**config.mk**
```make
export PLATFORM = sky130hd
export DESIGN_NAME = min_q_scan
export DESIGN_NICKNAME = d
export VERILOG_FILES = /design/src/fixed_point_pkg.sv /design/src/route_mem_pkg.sv /design/src/min_q_scan.sv
export VERILOG_INCLUDE_DIRS = /design/src /design/src/src
export SDC_FILE = /design/constraint.sdc
export NUM_CORES = 1
export LEC_CHECK = 0
export ABC_AREA = 1
export BUFFER_PORTS_ARGS = -buffer_cell sky130_fd_sc_hd__buf_2
export CAP_MARGIN = 20
export CORE_ASPECT_RATIO = 0.75
export CORE_MARGIN = 8
export CORE_UTILIZATION = 45
export DETAILED_ROUTE_END_ITERATION = 16
export PLACE_DENSITY_LB_ADDON = 0.25
export SKIP_CTS_REPAIR_TIMING = 1
export SLEW_MARGIN = 25
export SYNTH_ARGS = -nofsm -noshare
export SYNTH_HDL_FRONTEND = slang
export SYNTH_SLANG_ARGS = --single-unit
```
**constraint.sdc**
```tcl
create_clock -name clock -period 5.8 [get_ports clock]
set_input_delay 0.58 -clock clock [delete_from_list [all_inputs] [get_ports clock]]
set_output_delay 0.58 -clock clock [all_outputs]
set_load 0.05 [all_outputs]
```
**src/best_route_macros.svh**
```systemverilog
`ifndef BEST_ROUTE_MACROS_SVH
`define BEST_ROUTE_MACROS_SVH

// data and address word width
`define WORD_WIDTH 16

// entries in the heat-cost multiplier table
`define HCM_LENGTH 11

// node memory depth in words
`define MEM_WORDS 1024

`endif
```
**src/fixed_point_pkg.sv**
```systemverilog
`default_nettype none

`include "best_route_macros.svh"

package fixed_point_pkg;

	typedef logic [`WORD_WIDTH-1:0] q_value_t; // unsigned 11.5 cost
	typedef logic [`WORD_WIDTH-1:0] battery_t; // unsigned 1.15 fraction of full charge
	typedef logic [`WORD_WIDTH-1:0] hcm_t; // unsigned 3.13 multiplier

	typedef logic [$clog2(`HCM_LENGTH)-1:0] hcm_index_t;

	localparam int BATT_FRAC_BITS = 15;
	localparam int HCM_FRAC_BITS = 13; // dropped again after the multiply

	// running minimum starts here, also the result with no neighbors
	localparam q_value_t BEST_SENTINEL = 16'hFFFE;

endpackage

`default_nettype wire

```
**src/route_mem_pkg.sv**
```systemverilog
`default_nettype none

`include "best_route_macros.svh"

package route_mem_pkg;

	typedef logic [`WORD_WIDTH-1:0] word_t; // one memory word
	typedef logic [`WORD_WIDTH-1:0] addr_t; // byte address, always even

	// byte address map of the node memory
	localparam addr_t NEIGHBOR_COUNT_ADDR = 16'h068A;
	localparam addr_t Q_BASE_ADDR = 16'h01C8; // one q-value per neighbor
	localparam addr_t HCM_BASE_ADDR = 16'h0648; // heat-cost multiplier table

	localparam addr_t ADDR_STRIDE = 16'd2; // bytes per word

endpackage

`default_nettype wire

```
**src/min_q_scan.sv**
```systemverilog
`default_nettype none

module min_q_scan (
	input wire logic clock,
	input wire logic nrst,
	input wire logic start,
	output route_mem_pkg::addr_t scan_addr,
	input route_mem_pkg::word_t scan_data,
	output fixed_point_pkg::q_value_t best_q,
	output logic best_valid
);

	typedef enum logic [1:0] {
		S_IDLE,
		S_COUNT,
		S_STREAM,
		S_REPORT
	} state_t;

	state_t state;
	logic count_wait; // count word still in flight from memory

	route_mem_pkg::word_t neighbor_count;
	route_mem_pkg::word_t neighbor_index; // q-value now on scan_data
	fixed_point_pkg::q_value_t best;

	always_ff @(posedge clock) begin
		if (!nrst) begin
			state <= S_IDLE;
			count_wait <= 1'b0;
		end else begin
			case (state)
				S_IDLE: begin
					if (start) begin // a start while busy never reaches here
						state <= S_COUNT;
						count_wait <= 1'b1;
					end
				end
				S_COUNT: begin
					count_wait <= 1'b0;
					if (!count_wait) begin
						if (scan_data == '0) begin
							state <= S_REPORT; // no neighbors, report sentinel
						end else begin
							state <= S_STREAM;
						end
					end
				end
				S_STREAM: begin
					if (neighbor_index == neighbor_count - 16'd1) begin
						state <= S_REPORT; // last q-value being compared
					end
				end
				S_REPORT: begin
					state <= S_IDLE;
				end
				default: begin
					state <= S_IDLE;
				end
			endcase
		end
	end

	// address runs one word ahead of scan_data
	always_ff @(posedge clock) begin
		case (state)
			S_IDLE: begin
				if (start) begin
					scan_addr <= route_mem_pkg::NEIGHBOR_COUNT_ADDR;
					best <= fixed_point_pkg::BEST_SENTINEL;
				end
			end
			S_COUNT: begin
				if (count_wait) begin
					scan_addr <= route_mem_pkg::Q_BASE_ADDR; // first q-value
				end else begin
					neighbor_count <= scan_data;
					neighbor_index <= '0;
					scan_addr <= scan_addr + route_mem_pkg::ADDR_STRIDE;
				end
			end
			S_STREAM: begin
				if (fixed_point_pkg::q_value_t'(scan_data) < best) begin
					best <= fixed_point_pkg::q_value_t'(scan_data);
				end
				neighbor_index <= neighbor_index + 16'd1;
				scan_addr <= scan_addr + route_mem_pkg::ADDR_STRIDE;
			end
			default: begin
			end
		endcase
	end

	assign best_q = best;
	assign best_valid = (state == S_REPORT); // single cycle, report lasts one clock

endmodule

`default_nettype wire

```
==> results.cfg <==
[synthesis]
syn-num-nets = 510
synth_area_leader_cell = sky130_fd_sc_hd__edfxtp_1
synth.lib_cells_used.distinct = 36
ys_seq_elements = 66
seq_area_frac_synth = 0.4810
ys.warnings.count = 0
post_synth_main_area_contributors = sky130_fd_sc_hd__edfxtp_1, sky130_fd_sc_hd__nand2_1, sky130_fd_sc_hd__inv_1
syn-mean-instance-area_um2 = 8.652
post-synth-top-area-fraction = 0.4662
mappedNetlistArea_um2 = 4058
post_synth_inst_count = 469

[global_route]
grt_remaining_overflow = 0
global_route.usage.met2 = 0.2481
grt.busiest_layer = met2
grt_pass1_wl_um = 15840
grt_usage = 0.1576
grt_use_met1 = 0.2104
globalRouteMet3Util = 0.03048
grt_max_degree = 21
number_of_antenna_violations_at_the_first_check_in_global_routing = 1
grt_pass1_vias = 3227

[setup_path]
timing_worst_setup_path_type = reg -> reg
critPathMaxFanout = 20
worstPathCellList = inv_1 > ha_1 > inv_1 > nand2_1 > a21oi_1 > buf_4
worst_ep_required_time_ns = 5.82
max_stage_delay_ns = 0.55
worst_setup_path_start_kind = register
critical_path_arrival_ns = 2.73
worst_setup_path_end_kind = register
worst_path_most_repeated_cell = sky130_fd_sc_hd__inv_1
crit_path_max_delay_cell_type = sky130_fd_sc_hd__inv_1

[cts]
cts_made_buffers = 9
cts.sinks = 66
cts_root_buffer = sky130_fd_sc_hd__clkbuf_16
cts_htree_levels = 3
clock_tree.buffer_depth = 2
tritoncts = yes
clk_transition_reported_paths_ns = 0.05
clk_latency_ns = 0.32

[die]
die_area_um2 = 12340
die-height_um = 98.24
core.rowCount = 30
floorplan.initialDensity = 0.4561
boundaryPins = 52
die_width_um = 125.6
placeableCoreArea_um2 = 8896

[route]
drcViolationCount = 0
routed_len_inst_um = 14.72
num_vias = 3342
finalWirelength_um = 9522
antenna_left = 0
detailedRoute.firstPassIterationCount = 5
first_iter_violations = 238
via_per_inst = 5.165

[timing]
number_of_max_slew_violations_in_the_final_report = 0
fmaxAchievable_mhz = 368.7
setup_violations = 0
tightest_slew_ns = 0.7765
finalClockSkew_ns = 0.005582
final_critical_path_setup_slack_ns = 3.088
slew_headroom = 0.4823
unrepaired_setup_endpoints_after_global_routing = false
period_minus_slack_ns = 2.712
min_period_over_period = 0.4676
setup_total_negative_slack_ns = 0
final_hold_vio_count = 0

[finish]
fill_cells = 840
synth_to_layout_area_growth_pct = 17.08
final_area_um2 = 4751
finish.net_count = 570
fin_cells = 647
final_layout_size_suffix_gt1_frac = 0.1985

[place]
routability_cong = 0.8521
dp_hpwl_um = 7328
port-buffer-count = 50
placed_area_um2 = 4454
dpl_worst_slack_ns = 3.070
dpl.cell_count = 630

[power]
p_sw_mw = 1.216
sequentialPowerShare = 0.369
switching_share = 0.4530
total_power_mw = 2.685
power_frac_clock = 0.197
total_leakage_power_nw = 2.073
ir_drop_worst_vdd_mv = 0.3412
combinationalPowerShare = 0.434
internal-power_mw = 1.469
power.density_nw_per_um2 = 565.3

[worst_hold_path]
holdCritPathClass = in -> reg

[flow_run]
maxCapViolations = 0

[outcome]
status = finished, final reports clean
-- layout by cell type, fill, tap and decap left out, types with 2 or more instances in the layout --
master and count:
sky130_fd_sc_hd__nand2_1 86, sky130_fd_sc_hd__inv_1 74, sky130_fd_sc_hd__edfxtp_1 63, sky130_fd_sc_hd__buf_2 50
sky130_fd_sc_hd__nor2_1 49, sky130_fd_sc_hd__a21oi_1 31, sky130_fd_sc_hd__nand3_1 25, sky130_fd_sc_hd__ha_1 22
sky130_fd_sc_hd__o21ai_0 17, sky130_fd_sc_hd__or2_2 14, sky130_fd_sc_hd__nor3_1 11, sky130_fd_sc_hd__clkbuf_16 9
sky130_fd_sc_hd__xor2_1 8, sky130_fd_sc_hd__nand4_1 8, sky130_fd_sc_hd__nor2_2 7, sky130_fd_sc_hd__xnor2_1 7
sky130_fd_sc_hd__nand2_2 6, sky130_fd_sc_hd__nor4_1 5, sky130_fd_sc_hd__nor2_4 5, sky130_fd_sc_hd__nand3b_1 4
sky130_fd_sc_hd__buf_4 4, sky130_fd_sc_hd__o21ai_1 3, sky130_fd_sc_hd__clkinvlp_4 3, sky130_fd_sc_hd__dfxtp_1 3
sky130_fd_sc_hd__o31ai_1 2, sky130_fd_sc_hd__nand3_2 2, sky130_fd_sc_hd__inv_2 2, sky130_fd_sc_hd__clkinv_1 2
-- per-layer routing --
layer	share of wire	routed length, um
met3	0.037	357
met4	0.016	155
met1	0.49	4662
met2	0.46	4347
met5	0	0
-- metrics by stage --
| stage | hold WS [ns] | utilization |
|---|---|---|
| final | 0.4730 | 0.5340 |
| after global routing | 0.4724 | 0.5340 |
| after CTS | 0.4633 | 0.5338 |
| after detailed placement | 0.5124 | 0.5007 |
| after global placement | 0.4966 | 0.5007 |
| after floorplan | 0.4740 | - |
-- sequential cells by signal, summed over array words and instances, names as in the netlist --
signal          flops
best_q             16
neighbor_count     16
count_wait          1
scan_addr          15
neighbor_index     16
state               2
-- path summary, 6_finish.rpt --
check	depth (start not counted)	startpoint	slack (ns)	end
setup / recovery	6	state[0]$_SDFFE_PN0P_	3.09	best_q[9]$_SDFFCE_PN1P_
hold / removal	1	scan_data[0]	0.47	neighbor_count[0]$_DFFE_PP_
setup reg to reg	6	state[0]$_SDFFE_PN0P_	3.09	best_q[9]$_SDFFCE_PN1P_
hold reg to reg	2	count_wait$_SDFFE_PN0P_	0.52	count_wait$_SDFFE_PN0P_
-- cells in the mapped netlist (all sizes together) --
library cell and count:
a211oi 1, a21o 1, a21oi 31, a31oi 1
buf 2, clkbuf 3, conb 1, dfxtp 3
edfxtp 63, ha 22, inv 76, nand2 92
nand3 27, nand3b 4, nand4 8, nor2 61
nor3 12, nor3b 1, nor4 5, o211ai 1
o21a 1, o21ai 20, o21bai 1, o22ai 1
o31ai 2, or2 14, xnor2 7, xor2 8
-- area by class of cell --
cell class | count | area, um2 | share of cell area
antenna | 1 | 2.502 | 0.0005267
clock buffer | 9 | 225.2 | 0.04741
clock inverter | 7 | 68.82 | 0.01449
inverter | 76 | 285.3 | 0.06005
multi-input combinational | 322 | 1797 | 0.3782
sequential | 66 | 1952 | 0.4108
tap | 112 | 140.1 | 0.02950
timing repair buffer | 54 | 280.3 | 0.05899
-- critical path: cells and delay by family, from the launching register on --
family	cells	cell delay, ns
buffers and inverters	3	0.94
DFF	1	0.42
AOI/OAI and AO/OA	1	0.46
adders and majority gates	1	0.48
and+or+nand+nor	1	0.11
-- kinds of logic (layout without fill, tap and decap cells) --
| kind of cell | Yosys count | count (layout) | share of synthesized area |
|---|---|---|---|
| fa+ha+maj | 22 | 22 | 0.06784 |
| simple gates | 224 | 224 | 0.2627 |
| compound gates | 60 | 60 | 0.07894 |
| other cells | 1 | 2 | 0.0009242 |
| xor+xnor | 15 | 15 | 0.03238 |
| buf+inv | 81 | 146 | 0.07616 |
| flops | 66 | 66 | 0.4810 |
-- power groups by stage --
stage | sequential, mW | clock, mW | combinational (mW)
after floorplan | 1.22 | 0 | 0.621
after global placement | 0.989 | 0 | 1.14
after detailed placement | 0.997 | 0 | 1.16
after CTS | 0.987 | 0.538 | 1.17
after global routing | 1.02 | 0.562 | 1.29
final | 0.990 | 0.529 | 1.17
Note: power is estimated with default switching activity, not from simulation.
